==> src/hdl/bp_pkg.sv <==
package bp_pkg;

    // core address width, fixed by the fetch unit
    localparam int PC_W = 32;

    // instruction address
    typedef logic [PC_W-1:0] pc_t;

    // 2-bit saturating direction counter
    typedef logic [1:0] ctr_t;

    // counter encoding
    // upper bit set means predict taken
    localparam ctr_t CTR_STRONG_NT = 2'd0;
    localparam ctr_t CTR_WEAK_NT   = 2'd1;
    localparam ctr_t CTR_WEAK_T    = 2'd2;
    localparam ctr_t CTR_STRONG_T  = 2'd3;

    // direction read out of a counter
    function automatic logic ctr_is_taken(input ctr_t ctr);
        return ctr[1];
    endfunction

    // one saturating step toward the resolved outcome
    function automatic ctr_t ctr_next(input ctr_t ctr, input logic taken);
        ctr_t next_ctr;
        if (taken) begin
            // hold at the top
            if (ctr == CTR_STRONG_T) begin
                next_ctr = CTR_STRONG_T;
            end else begin
                next_ctr = ctr + 2'd1;
            end
        end else begin
            // hold at the bottom
            if (ctr == CTR_STRONG_NT) begin
                next_ctr = CTR_STRONG_NT;
            end else begin
                next_ctr = ctr - 2'd1;
            end
        end
        return next_ctr;
    endfunction

endpackage

==> src/hdl/branch_target_buffer.sv <==
`timescale 1ns/100ps

module branch_target_buffer #(
    parameter int BTB_IDX_W = 4
) (
    input  logic        clk,
    input  logic        arst_n_i,
    // fetch side lookup
    input  bp_pkg::pc_t lookup_pc_i,
    input  logic        lookup_valid_i,
    // resolved branch from execute
    input  bp_pkg::pc_t upd_pc_i,
    input  logic        upd_valid_i,
    input  logic        upd_taken_i,
    input  bp_pkg::pc_t upd_target_i,
    // registered lookup result
    output logic        hit_o,
    output bp_pkg::pc_t target_o
);

    import bp_pkg::*;

    // number of entries
    localparam int ENTRIES = 1 << BTB_IDX_W;
    // first pc bit above the index
    localparam int TAG_LSB = BTB_IDX_W + 2;
    // everything above the index is tag
    localparam int TAG_W = PC_W - TAG_LSB;

    typedef logic [BTB_IDX_W-1:0] btb_idx_t;
    typedef logic [TAG_W-1:0]     btb_tag_t;

    // per entry valid flags
    logic [ENTRIES-1:0] valid_q;

    // tag and target storage
    btb_tag_t tag_mem    [ENTRIES];
    pc_t      target_mem [ENTRIES];

    // lookup side fields
    btb_idx_t lk_idx;
    btb_tag_t lk_tag;
    logic     lk_match;

    // update side fields
    btb_idx_t up_idx;
    btb_tag_t up_tag;
    logic     up_write;

    // registered result
    logic hit_q;
    pc_t  target_q;

    // word pc bits pick the entry
    // two alignment bits are dropped
    assign lk_idx = lookup_pc_i[TAG_LSB-1:2];
    assign lk_tag = lookup_pc_i[PC_W-1:TAG_LSB];

    assign up_idx = upd_pc_i[TAG_LSB-1:2];
    assign up_tag = upd_pc_i[PC_W-1:TAG_LSB];

    // only taken branches are worth a target
    // a not-taken report leaves the entry as it was
    assign up_write = upd_valid_i && upd_taken_i;

    // hit needs a valid entry and a matching tag
    // valid low masks the unwritten tag
    assign lk_match = valid_q[lk_idx] && (tag_mem[lk_idx] == lk_tag);

    // valid flags
    always_ff @(posedge clk or negedge arst_n_i) begin
        if (!arst_n_i) begin
            valid_q <= '0;
        end else if (up_write) begin
            valid_q[up_idx] <= 1'b1;
        end
    end

    // tag and target written together with the valid flag
    always_ff @(posedge clk) begin
        if (up_write) begin
            tag_mem[up_idx]    <= up_tag;
            target_mem[up_idx] <= upd_target_i;
        end
    end

    // lookup hit
    // sees the table from before this edge
    // drops on any cycle without a lookup
    always_ff @(posedge clk or negedge arst_n_i) begin
        if (!arst_n_i) begin
            hit_q <= 1'b0;
        end else begin
            hit_q <= lookup_valid_i && lk_match;
        end
    end

    // lookup target
    // only meaningful while hit_q is set
    always_ff @(posedge clk) begin
        if (lookup_valid_i) begin
            target_q <= target_mem[lk_idx];
        end
    end

    assign hit_o    = hit_q;
    assign target_o = target_q;

    // execute only reports word aligned targets
    a_upd_target_aligned : assert property (
        @(posedge clk) disable iff (!arst_n_i)
        up_write |-> (upd_target_i[1:0] == 2'b00)
    ) else begin
        $error("btb: unaligned target written for pc %h", upd_pc_i);
    end

    // a hit is always the answer to a lookup one edge earlier
    a_hit_after_lookup : assert property (
        @(posedge clk) disable iff (!arst_n_i)
        $rose(hit_o) |-> $past(lookup_valid_i)
    ) else begin
        $error("btb: hit raised without a lookup on the previous edge");
    end

endmodule

==> src/hdl/gshare_direction.sv <==
`timescale 1ns/100ps

module gshare_direction #(
    parameter int PHT_IDX_W = 6
) (
    input  logic        clk,
    input  logic        arst_n_i,
    // fetch side lookup
    input  bp_pkg::pc_t lookup_pc_i,
    input  logic        lookup_valid_i,
    // resolved branch from execute
    input  bp_pkg::pc_t upd_pc_i,
    input  logic        upd_valid_i,
    input  logic        upd_taken_i,
    // registered direction
    output logic        taken_o
);

    import bp_pkg::*;

    // pattern table size
    // history length equals the index width
    localparam int PHT_ENTRIES = 1 << PHT_IDX_W;

    typedef logic [PHT_IDX_W-1:0] pht_idx_t;

    // global history of resolved outcomes
    // newest outcome in bit 0
    pht_idx_t hist_q;

    // pattern table of saturating counters
    ctr_t pht_q [PHT_ENTRIES];

    // hashed indices
    pht_idx_t lk_idx;
    pht_idx_t up_idx;

    // counter under update before its step
    ctr_t up_ctr;

    // registered direction bit
    logic taken_q;

    // gshare hash
    // word pc bits xor history, both sides use the same history
    assign lk_idx = lookup_pc_i[PHT_IDX_W+1:2] ^ hist_q;
    assign up_idx = upd_pc_i[PHT_IDX_W+1:2] ^ hist_q;

    assign up_ctr = pht_q[up_idx];

    // pattern table
    // all counters start weakly not taken
    always_ff @(posedge clk or negedge arst_n_i) begin
        if (!arst_n_i) begin
            for (int i = 0; i < PHT_ENTRIES; i++) begin
                pht_q[i] <= CTR_WEAK_NT;
            end
        end else if (upd_valid_i) begin
            pht_q[up_idx] <= ctr_next(up_ctr, upd_taken_i);
        end
    end

    // history shifts on resolved updates only
    // no speculative shift on predictions
    always_ff @(posedge clk or negedge arst_n_i) begin
        if (!arst_n_i) begin
            hist_q <= '0;
        end else if (upd_valid_i) begin
            hist_q <= {hist_q[PHT_IDX_W-2:0], upd_taken_i};
        end
    end

    // lookup direction
    // reads counters and history from before the edge
    // low whenever no lookup was presented
    always_ff @(posedge clk or negedge arst_n_i) begin
        if (!arst_n_i) begin
            taken_q <= 1'b0;
        end else begin
            taken_q <= lookup_valid_i && ctr_is_taken(pht_q[lk_idx]);
        end
    end

    assign taken_o = taken_q;

    // updated entry moves toward the outcome and never wraps
    a_ctr_saturates : assert property (
        @(posedge clk) disable iff (!arst_n_i)
        upd_valid_i |=>
            ($past(upd_taken_i) ? (pht_q[$past(up_idx)] >= $past(up_ctr))
                                : (pht_q[$past(up_idx)] <= $past(up_ctr)))
    ) else begin
        $error("gshare: counter wrapped past its range");
    end

endmodule

==> src/hdl/branch_predictor.sv <==
`timescale 1ns/100ps

module branch_predictor #(
    parameter int BTB_IDX_W = 4,
    parameter int PHT_IDX_W = 6
) (
    input  logic        clk,
    input  logic        arst_n_i,
    // fetch request
    input  bp_pkg::pc_t pc_i,
    input  logic        pc_valid_i,
    // resolved branch from execute
    input  bp_pkg::pc_t ex_pc_i,
    input  logic        ex_update_i,
    input  logic        ex_taken_i,
    input  bp_pkg::pc_t ex_target_i,
    // prediction one cycle after the request
    output logic        taken_o,
    output bp_pkg::pc_t target_o,
    output logic        pred_valid_o
);

    import bp_pkg::*;

    // sequential fetch step without compressed instructions
    localparam pc_t INSN_BYTES = pc_t'(4);

    // table results are already registered
    logic btb_hit;
    pc_t  btb_target;
    logic dir_taken;

    // registered request
    logic pred_valid_q;
    // registered pc plus 4
    pc_t  fall_pc_q;

    // request valid flag
    always_ff @(posedge clk or negedge arst_n_i) begin
        if (!arst_n_i) begin
            pred_valid_q <= 1'b0;
        end else begin
            pred_valid_q <= pc_valid_i;
        end
    end

    // fall-through address of the request
    // zero out of reset so target_o starts at zero
    always_ff @(posedge clk or negedge arst_n_i) begin
        if (!arst_n_i) begin
            fall_pc_q <= '0;
        end else if (pc_valid_i) begin
            fall_pc_q <= pc_i + INSN_BYTES;
        end
    end

    // target store
    branch_target_buffer #(
        .BTB_IDX_W (BTB_IDX_W)
    ) u_btb (
        .clk            (clk),
        .arst_n_i       (arst_n_i),
        .lookup_pc_i    (pc_i),
        .lookup_valid_i (pc_valid_i),
        .upd_pc_i       (ex_pc_i),
        .upd_valid_i    (ex_update_i),
        .upd_taken_i    (ex_taken_i),
        .upd_target_i   (ex_target_i),
        .hit_o          (btb_hit),
        .target_o       (btb_target)
    );

    // direction
    gshare_direction #(
        .PHT_IDX_W (PHT_IDX_W)
    ) u_gshare (
        .clk            (clk),
        .arst_n_i       (arst_n_i),
        .lookup_pc_i    (pc_i),
        .lookup_valid_i (pc_valid_i),
        .upd_pc_i       (ex_pc_i),
        .upd_valid_i    (ex_update_i),
        .upd_taken_i    (ex_taken_i),
        .taken_o        (dir_taken)
    );

    // taken needs both a known target and a taken counter
    assign taken_o = btb_hit && dir_taken;

    // redirect or fall through
    assign target_o = taken_o ? btb_target : fall_pc_q;

    assign pred_valid_o = pred_valid_q;

endmodule

==> config.mk <==
export PLATFORM = sky130hd
export DESIGN_NAME = branch_predictor
export DESIGN_NICKNAME = d
export VERILOG_FILES = /design/src/hdl/bp_pkg.sv /design/src/hdl/branch_target_buffer.sv /design/src/hdl/gshare_direction.sv /design/src/hdl/branch_predictor.sv
export SDC_FILE = /design/constraint.sdc
export NUM_CORES = 1
export LEC_CHECK = 0
export BUFFER_PORTS_ARGS = -buffer_cell sky130_fd_sc_hd__buf_2
export CELL_PAD_IN_SITES_DETAIL_PLACEMENT = 1
export CELL_PAD_IN_SITES_GLOBAL_PLACEMENT = 1
export CORE_MARGIN = 3
export CORE_UTILIZATION = 25
export DETAILED_ROUTE_END_ITERATION = 8
export PLACE_DENSITY = 0.55
export SYNTH_ARGS = -nofsm -noshare
export SYNTH_HDL_FRONTEND = slang
export SYNTH_SLANG_ARGS = --single-unit
==> constraint.sdc <==
create_clock -name clk -period 3.63 [get_ports clk]
set_input_delay 0.726 -clock clk [delete_from_list [all_inputs] [get_ports clk]]
set_output_delay 0.726 -clock clk [all_outputs]
set_load 0.01 [all_outputs]
# After elaboration in Yosys (flattened, before gate mapping)
# Memories as Yosys holds them, arrays and structs flattened. A register that Yosys moved wholly into a read port is not among the register bits.
# Index checks and enable logic that the tools add are counted.
# word_totals
memories,2
ram_bits,928
input_bits,101
elab_cells,116
register_bits,185
output_inout_bits,34
# memory_table
memory,depth,word_bits,read_ports,rd_ports_with_merged_regs,wr,line_no,rtl
u_btb.target_mem,16,32,1,1,1,branch_target_buffer.sv:38,pc_t target_mem [ENTRIES];
u_btb.tag_mem,16,26,1,0,1,branch_target_buffer.sv:37,btb_tag_t tag_mem [ENTRIES];
# classes
addsub,3
bitwise_logic,5
n_mux,20
reduce_logical,8
order_cmp,6
n_eq_ne,2
# op_table
operator,n
$bwmux W128,1
$add A32 B3 Y32 const B,1
$mux W32,1
$eq A26 B26 Y1,1
$bmux W2 S6,2
$mux W2,9
$or A16 B16 Y16,1
$ge A7 B7 Y1 const B,2
$not A6 Y7,2
$demux W2 S6,1
$xor A6 B6 Y6,2
$lt A4 B5 Y1 const B,2
$logic_and A1 B1 Y1,7
$lt A7 B1 Y1 const B,1
$bmux W1 S4,1
$demux W1 S4,1
$ge A4 B1 Y1 const B,1
$mux W1,4
$add A2 B1 Y2 const B,1
$eq A2 B2 Y1 const B,1
$logic_not A2 Y1,1
$sub A2 B1 Y2 const B,1

# Depth between registers and ports, before layout
# Gate-level depths: netlist of the first run.
# logic_depth
depth_word,10
ltp_mapped,12
mapped_depth_nobuf,8

# Hierarchy
# A second synthesis of the first run with hierarchy kept.
# hier_totals
hier_cells,2350
area_unflattened_um2,46749.8
# by_module_without_submodules
module,area_each_um2,cells_per_inst,n_inst,seq_area_each_um2
branch_target_buffer,37268.2,1543,1,29253.1
gshare_direction,7308.3,580,1,3458.3
branch_predictor,2173.3,227,1,825.8

# Least setup slack after synthesis of the first run
# No wires, ideal clock.
# synth_timing
path_type,input to register
start,input port ex_update_i
end,register u_btb.valid_q[3]
setup_ps,89
setup_slack_ps,-2166
n_path_buf,1
required_time_ps,3541
arrival_time_ps,5707
path_stages,4
cell_sequence,clkbuf_1 -> nand4_1 -> nor3_1 -> or2_2
# synth_between
elab_chain_cells,1
# synth_lines
item,line_no,rtl
"start, declared",branch_predictor.sv:14,"input logic ex_update_i,"
$logic_and A1 B1 Y1,branch_target_buffer.sv:64,assign up_write = upd_valid_i && upd_taken_i;
"end signal, assigned",branch_target_buffer.sv:73,valid_q <= '0;
"end signal, assigned by index",branch_target_buffer.sv:75,valid_q[up_idx] <= 1'b1;
"end, declared",branch_target_buffer.sv:34,logic [ENTRIES-1:0] valid_q;
# No other way between the ends.
# A chain may end at the register's enable or synchronous reset.

# Final worst setup path of the first run
# layout_timing
start,register u_gshare.hist_q[1]
end,register u_gshare.pht_q[42] in the netlist's numbering
# layout_between
elab_chain_cells,10
elab_cells_between_ends,19
classes_between,add/sub: 2; order compare: 2; eq/ne: 1; mux: 10; bitwise: 2; reduce/logical: 2
# layout_lines
item,line_no,rtl
"start, declared",gshare_direction.sv:29,pht_idx_t hist_q;
"start signal, assigned",gshare_direction.sv:69,"hist_q <= {hist_q[PHT_IDX_W-2:0], upd_taken_i};"
$xor A6 B6 Y6 *,gshare_direction.sv:47,assign up_idx = upd_pc_i[PHT_IDX_W+1:2] ^ hist_q;
$not A6 Y7 (not written as such) *,"gshare_direction.sv:49, gshare_direction.sv:59",
$bmux W2 S6,gshare_direction.sv:49,assign up_ctr = pht_q[up_idx];
$mux W2 (not written as such) (2 in series),gshare_direction.sv:49,
"$sub A2 B1 Y2, or another cell as far along",bp_pkg.sv:39,next_ctr = ctr - 2'd1;
"$mux W2, on equally long branches","bp_pkg.sv:36, bp_pkg.sv:29",
$mux W2,bp_pkg.sv:27,if (taken) begin
$mux W2,gshare_direction.sv:58,end else if (upd_valid_i) begin
$bwmux W128 *,gshare_direction.sv:59,"pht_q[up_idx] <= ctr_next(up_ctr, upd_taken_i);"
"end signal, assigned by index",gshare_direction.sv:59,
"end, declared",gshare_direction.sv:32,ctr_t pht_q [PHT_ENTRIES];
# Mark *: on every way between the ends. The rest lies on a longest branch, timed or not. The select of a mux whose other input is x is not followed.

==> results.tsv, run 1 <==
stage	metric	value	unit
critical_path	worstSetupPathType	reg2reg	
place	hpwlAfterDp	79.8	mm
critical_path	rr_startpoint	u_gshare.hist_q[1]	
worst_hold_path	worstHoldPathType	in2async	
critical_path	crit_required	4.25	ns
sta	rsz0062_at_grt	false	
clock_network	cts_buffer_depth	3	
final_layout	drive_above_1_share	0.356	
critical_path	cp_max_fo	30	
run_status	outcome	finished clean	
critical_path	r2r_cells	10	
yosys	syn_inst	2335	
die	dieWidth	434	µm
global_routing	overflow	0	
final_layout	num-fill-cells	18500	
critical_path	timing.critical_path.buf_inv	2	
routing	first_pass_iters	7	
yosys	synthesis.nets	2437	
power_and_ir_drop	seq_power_share	0.494	
die	core-area	181000	µm²
final_layout	area_delta_synth_final	19.9	%
sta	fmax	296	MHz
clock_network	numCtsBuffers	118	
sta	max_slew_margin	0.432	
final_layout	final_area	54800	µm²
routing	via_per_inst	4.59	
yosys	synth-async-reset-ratio	0.162	
critical_path	r2r_end	u_gshare.pht_q[42]	
sta	clock_skew	0.0709	ns
routing	drcViolationCount	0	
sta	worst_pin_slew	0.853	ns
yosys	yosysWarnings	0	
die	start_util	0.252	
power_and_ir_drop	p_leak	17.8	nW
yosys	ys_ff_latch	1145	
place	placed_area	50900	µm²
global_routing	grt_pass1_wl	187	mm
routing	ant_nets	0	
power_and_ir_drop	swShare	0.254	
die	rows	156	
power_and_ir_drop	internal_power	0.0243	W
clock_network	cts_root_buf	clkbuf_16	
clock_network	path_clk_slew	0.06	ns
die	die_area	188000	µm²
power_and_ir_drop	peakVddDrop	415	µV
yosys	synth_edf_count	960	
place	globalplace.congestion	0.755	
sta	hold_viol	0	
routing	drt_iter0_drc	2153	
critical_path	r2r_setup_slack	0.25	ns
die	pin_count	135	
critical_path	path_cells	xor2_4 > buf_4 > mux2i_1 > o21ai_0 > a21oi_1 > o211ai_1 > or4_1 > maj3_4 > buf_12 > o21ai_1	
global_routing	grt.total_usage	0.139	
final_layout	multi_input_area	11900	µm²
sta	min_period	3.38	ns
yosys	synthDistinctLibCells	50	
global_routing	grt_max_degree	80	
critical_path	crit_arrival	4.00	ns
final_layout	fin_util	0.302	
power_and_ir_drop	power.switching	0.00827	W
final_layout	seqCellArea	33500	µm²
power_and_ir_drop	p_clk_frac	0.374	
clock_network	cts.sinks	1145	
routing	wire_per_inst	25.5	µm
place	portBuffers	132	
global_routing	antenna_found_initial	39	
clock_network	cts_tree	yes	
critical_path	slowest_stage	or4_1	
clock_network	cts_resized	0	
yosys	ys_seq_area_frac	0.733	
clock_network	cts_setup_buffers	0	
yosys	ys.flop_type	edfxtp_1	
routing	num_vias	23400	
critical_path	setup.worst_path.end_class	flop	
power_and_ir_drop	combPwrFrac	0.132	
sta	slew_viol_final	0	
yosys	syn-cell-area	45700	µm²
sta	finalSetupViolCount	0	
critical_path	cpPeakStageDelay	0.56	ns
power_and_ir_drop	power-per-cell-area	594	nW/µm²
clock_network	ctsHtreeMaxLevel	3	
clock_network	clock_latency	0.76	ns
sta	fin_tns_setup	0	ns
flow_run	drv_cap	0	
sta	final.period_utilization	0.931	
global_routing	grt_pass1_vias	24800	
routing	wirelength	130	mm
die	die_y	434	µm
final_layout	nets	2729	
critical_path	cp-start-kind	flop	
yosys	syn_area_per_cell	19.6	µm²
place	dpl_worst_slack	-0.137	ns
critical_path	crit_family	compound AO/OA/AOI/OAI gates	
clock_network	ctsHoldBuffers	0	
sta	setup_ws	0.249	ns
==> flip-flops by register name (all words and copies together), names as in the netlist <==
| signal | count |
|---|---|
| pred_valid_o | 1 |
| u_btb.target_o | 32 |
| u_btb.hit_o | 1 |
| fall_pc_q | 32 |
| u_gshare.taken_o | 1 |
| u_btb.tag_mem | 416 |
| u_btb.target_mem | 512 |
| u_gshare.hist_q | 6 |
| u_btb.valid_q | 16 |
| u_gshare.pht_q | 128 |
==> layout by cell type (no fill, tap or decap), types with 8 or more instances in the layout <==
master,n
a21oi_1,39
and3_1,8
buf_12,51
buf_2,126
buf_4,104
bufinv_16,8
clkbuf_1,30
clkbuf_16,118
clkbuf_8,20
clkinv_1,22
clkinv_2,14
dfrtp_1,121
dfstp_2,64
edfxtp_1,960
mux2_2,42
mux2i_1,14
mux4_2,328
nand2_1,240
nand3_1,36
nand4_1,9
nor2_1,51
nor2_4,12
nor3_1,13
o21ai_0,80
o21ai_1,21
o21ai_2,39
or2_2,17
xnor2_1,34
xor2_1,30
==> worst max path at each step <==
stage	from	to	depth (start not counted)
6_report	u_gshare.hist_q[1]	u_gshare.pht_q[42]	10
3_5_place_dp	ex_pc_i[2]	u_gshare.pht_q[54]	10
5_1_grt	u_gshare.hist_q[1]	u_gshare.pht_q[48]	10
3_3_place_gp	ex_pc_i[2]	u_gshare.pht_q[42]	10
2_1_floorplan	ex_update_i	u_btb.tag_mem[15][0]	3
4_1_cts	u_gshare.hist_q[1]	u_gshare.pht_q[42]	10
==> metrics by stage <==
| step | instances | hold slack, ns | total power (W) |
|---|---|---|---|
| after floorplan | 2335 | 0.430 | 0.0188 |
| after CTS | 5101 | 0.0372 | 0.0331 |
| after detailed placement | 4877 | 0.451 | 0.0208 |
| after global routing | 5104 | 0.0621 | 0.0340 |
| after global placement | 4877 | 0.447 | 0.0207 |
| final | 5108 | 0.0457 | 0.0326 |
==> worst reg2reg max path: cells and delay by family (launching register included) <==
family          cells  cell delay [ns]
simple gates        1             0.56
mux                 1             0.21
flops               1             0.55
xor+xnor            1             0.44
compound gates      4             0.67
fa+ha+maj           1             0.40
buf+inv             2             0.44
==> layer usage <==
layer	vias up	GRT usage	routed length, µm
li1	10000	-	-
met1	12700	0.186	57100
met2	531	0.231	64100
met3	200	0.0218	5040
met4	4	0.0410	3980
met5	-	0	34
==> Yosys cell counts, types with 3 or more instances <==
cell,instances,area [µm²]
and3_1,8,50.1
xor2_1,34,298
mux2i_1,14,140
nor2_1,63,236
xnor2_1,36,315
o21ai_0,80,400
nand3_1,36,180
buf_6,6,67.6
dfrtp_1,121,3030
mux2_2,42,473
inv_1,7,26.3
a211oi_1,3,22.5
or2_2,17,106
mux4_2,328,7390
nor3_1,17,85.1
o21ai_1,21,105
and4_1,3,26.3
buf_1,33,124
edfxtp_1,960,28800
nand2_1,241,905
o22ai_1,3,18.8
o21ai_2,39,342
nor4_1,6,37.5
dfstp_2,64,1680
buf_2,16,80.1
nand4_1,9,56.3
clkbuf_1,56,210
a21oi_1,39,195
a31oi_1,7,43.8
==> power groups by stage <==
stage                     Combinational, W  Sequential, W  Clock (W)
after floorplan                    0.00271         0.0161          0
after global placement             0.00433         0.0164          0
after CTS                          0.00441         0.0161     0.0126
final                              0.00431         0.0161     0.0122
after detailed placement           0.00440         0.0164          0
after global routing               0.00476         0.0162     0.0131
==> cell families (layout without fill, tap and decap cells) <==
group / count (synthesis) / after routing / share of synthesized area
muxes: 386 / 386 / 0.176
and+or+nand+nor: 408 / 408 / 0.0380
DFF: 1145 / 1145 / 0.733
xor gates and xnor gates: 71 / 71 / 0.0138
adders and majority gates: 3 / 3 / 0.000793
buffers and inverters: 120 / 516 / 0.0114
AOI/OAI and AO/OA: 202 / 202 / 0.0265
other: 0 / 7 / 0
==> final cells by class <==
type / count / share of cell area
flip-flops and latches: 1145 / 0.612
inverters: 7 / 0.000479
repair buffers: 285 / 0.0454
multi-input cells: 1070 / 0.217
well taps: 2370 / 0.0541
diodes: 7 / 0.000319
clock inverters: 57 / 0.0110
clock buffers: 167 / 0.0607
Power figures use the tool's default switching activity.
==> run 2, diff against run 1 <==
--- a/config.mk
+++ b/config.mk
@@ -10,6 +10,7 @@
 export CELL_PAD_IN_SITES_GLOBAL_PLACEMENT = 1
 export CORE_MARGIN = 3
 export CORE_UTILIZATION = 25
+export CTS_BUF_LIST = sky130_fd_sc_hd__clkbuf_4 sky130_fd_sc_hd__clkbuf_8
 export DETAILED_ROUTE_END_ITERATION = 8
 export PLACE_DENSITY = 0.55
 export SYNTH_ARGS = -nofsm -noshare
==> run 2 against run 1 <==
Register-to-register slack about the same. Flip-flop and latch count did not move. Die area stayed put. Highest routed layer unchanged. Global-route usage up 0.20 points. Sequential share of layout area increased by 0.14 points. Core utilization down 0.068 points. Clock skew down 0.019 ns. Final cell count up 2.3%.
==> results.tsv, run 2 (synthesis results as in run 1) <==
stage	metric	value	unit	change
die	pin_count	135		unchanged
run_status	outcome	finished clean		unchanged
global_routing	grt_pass1_vias	25500		was 24800
flow_run	drv_cap	0		unchanged
final_layout	final_area	54700	µm²	was 54800 µm²
global_routing	use_met1	0.186		about the same
critical_path	crit_arrival	4.16	ns	was 4.00 ns
routing	wirelength	132	mm	was 130 mm
place	portBuffers	132		unchanged
worst_hold_path	worstHoldPathType	in2reg		was in2async
routing	num_vias	23800		was 23400
power_and_ir_drop	power-per-cell-area	582	nW/µm²	was 594 nW/µm²
die	die_area	188000	µm²	unchanged
critical_path	cp-start-kind	flop		unchanged
clock_network	numCtsBuffers	186		was 118
power_and_ir_drop	seq_power_share	0.505		was 0.494
sta	hold_ws	0.208	ns	was 0.0457 ns
routing	via_per_inst	4.56		was 4.59
clock_network	cts_tree	yes		unchanged
sta	final.period_utilization	0.929		was 0.931
sta	max_slew_margin	0.424		was 0.432
final_layout	reg_top3	u_btb.target_mem (512), u_btb.tag_mem (416), u_gshare.pht_q (128)		unchanged
global_routing	grt.busiest_layer	met2		unchanged
global_routing	grt_use_met2	0.238		was 0.231
global_routing	use_met3	0.0248		was 0.0218
power_and_ir_drop	fin_total_pwr	0.0319	W	was 0.0326 W
power_and_ir_drop	power.switching	0.00842	W	was 0.00827 W
global_routing	grt_pass1_wl	190	mm	was 187 mm
final_layout	final_common_cell	edfxtp_1		unchanged
routing	drt_iter0_drc	2045		was 2153
sta	slew_viol_final	0		unchanged
global_routing	antenna_found_initial	40		was 39
place	placed_area	50900	µm²	unchanged
sta	rsz0062_at_grt	false		unchanged
place	hpwlAfterDp	79.8	mm	unchanged
final_layout	nets	2800		was 2729
clock_network	ctsHtreeMaxLevel	4		was 3
sta	hold_viol	0		unchanged
final_layout	fin_util	0.302		about the same
die	die_y	434	µm	unchanged
power_and_ir_drop	combPwrFrac	0.136		was 0.132
final_layout	largest_register_ffs	512		unchanged
routing	wire_per_inst	25.2	µm	was 25.5 µm
global_routing	grt_max_degree	80		unchanged
sta	fin_tns_setup	0	ns	unchanged
power_and_ir_drop	peakVddDrop	419	µV	was 415 µV
global_routing	overflow	0		unchanged
clock_network	cts.sinks	1145		unchanged
clock_network	ctsHoldBuffers	3		was 0
routing	drcViolationCount	0		unchanged
final_layout	layout_common_cells	edfxtp_1 (960), mux4_2 (328), nand2_1 (240), clkbuf_8 (199), buf_2 (126)		was edfxtp_1 (960), mux4_2 (328), nand2_1 (240), buf_2 (126), dfrtp_1 (121)
critical_path	cp_max_fo	30		unchanged
power_and_ir_drop	p_leak	17.9	nW	was 17.8 nW
sta	finalSetupViolCount	0		unchanged
critical_path	worstSetupPathType	reg2reg		unchanged
final_layout	top_register	u_btb.target_mem		unchanged
power_and_ir_drop	p_clk_frac	0.359		was 0.374
sta	min_period	3.37	ns	was 3.38 ns
clock_network	clock_latency	0.90	ns	was 0.76 ns
final_layout	area_delta_synth_final	19.6	%	was 19.9%
clock_network	cts_root_buf	clkbuf_8		was clkbuf_16
clock_network	path_clk_slew	0.06	ns	about the same
global_routing	grt.total_usage	0.141		was 0.139
sta	worst_pin_slew	0.864	ns	was 0.853 ns
clock_network	cts_resized	0		unchanged
final_layout	drive_above_1_share	0.385		was 0.356
clock_network	cts_setup_buffers	0		unchanged
die	dieWidth	434	µm	unchanged
routing	first_pass_iters	5		was 7
power_and_ir_drop	swShare	0.264		was 0.254
die	rows	156		unchanged
place	globalplace.congestion	0.755		unchanged
critical_path	setup.worst_path.end_class	flop		unchanged
sta	fmax	296	MHz	about the same
die	start_util	0.252		unchanged
die	core-area	181000	µm²	unchanged
sta	clock_skew	0.0521	ns	was 0.0709 ns
routing	ant_nets	0		unchanged
power_and_ir_drop	internal_power	0.0234	W	was 0.0243 W
critical_path	crit_required	4.42	ns	was 4.25 ns
clock_network	cts_buffer_depth	3		unchanged
final_layout	num-fill-cells	18600		was 18500
## run 2: cell count changes in the layout (fill, tap and decap cells not counted)
cell	previous run	this run
inv_6	1	3
clkinv_4	1	0
clkinv_16	4	1
inv_8	0	2
inv_16	0	1
clkbuf_1	30	0
clkbuf_16	118	0
bufinv_16	8	5
clkbuf_8	20	199
inv_12	0	3
clkbuf_4	0	61
clkinv_1	22	41
dlygate4sd3_1	0	3
## run 2: power groups by stage
| stage | registers (W) | logic [W] | clock network (W) |
|---|---|---|---|
| 6_report | 0.0161 | 0.00432 | 0.0114 |
| 5_1_grt | 0.0162 | 0.00476 | 0.0124 |
| 3_5_place_dp | 0.0164 | 0.00440 | 0 |
| 2_1_floorplan | 0.0161 | 0.00271 | 0 |
| 3_3_place_gp | 0.0164 | 0.00433 | 0 |
| 4_1_cts | 0.0161 | 0.00442 | 0.0118 |
## run 2: layout make-up
type | count | area [µm²] | area share
inverters | 7 | 26.3 | 0.000480
multi-input cells | 1070 | 11900 | 0.217
well taps | 2370 | 2970 | 0.0542
repair buffers | 288 | 2520 | 0.0460
clock inverters | 77 | 592 | 0.0108
flip-flops and latches | 1145 | 33500 | 0.613
clock buffers | 259 | 3180 | 0.0582
diodes | 7 | 17.5 | 0.000320
## run 2: final timing paths
kind                       depth (start not counted)          startpoint              endpoint  slack, ns
min in group asynchronous                          2            arst_n_i    u_gshare.pht_q[81]       0.45
min                                                1         ex_pc_i[19]  u_btb.tag_mem[4][13]       0.21
max in group asynchronous                          3            arst_n_i    u_gshare.pht_q[30]       2.31
min reg2reg                                        1   u_btb.valid_q[14]     u_btb.valid_q[14]       0.46
max reg2reg                                       10  u_gshare.hist_q[1]    u_gshare.pht_q[42]       0.26
max                                               10  u_gshare.hist_q[1]    u_gshare.pht_q[42]       0.26
## run 2: per-stage QoR
step,std cells,setup slack [ns]
floorplan,2335,-0.587
finish,5223,0.257
global placement,4877,-0.0811
global route,5219,0.118
detailed placement,4877,-0.137
CTS,5216,0.252
## run 2: per-layer routing
metal	share of wire	up-vias
met1	0.44	12900
met4	0.019	4
li1	-	10200
met2	0.50	563
met3	0.042	190
met5	0.00026	-
## run 2: critical path: stages, from the launching register on
cell	delay [ns]
dfrtp_1	0.54
xor2_4	0.43
buf_4	0.24
mux2i_1	0.21
o21ai_0	0.11
a21oi_1	0.22
o211ai_1	0.18
or4_1	0.56
maj3_4	0.40
buf_12	0.20
o21ai_1	0.17
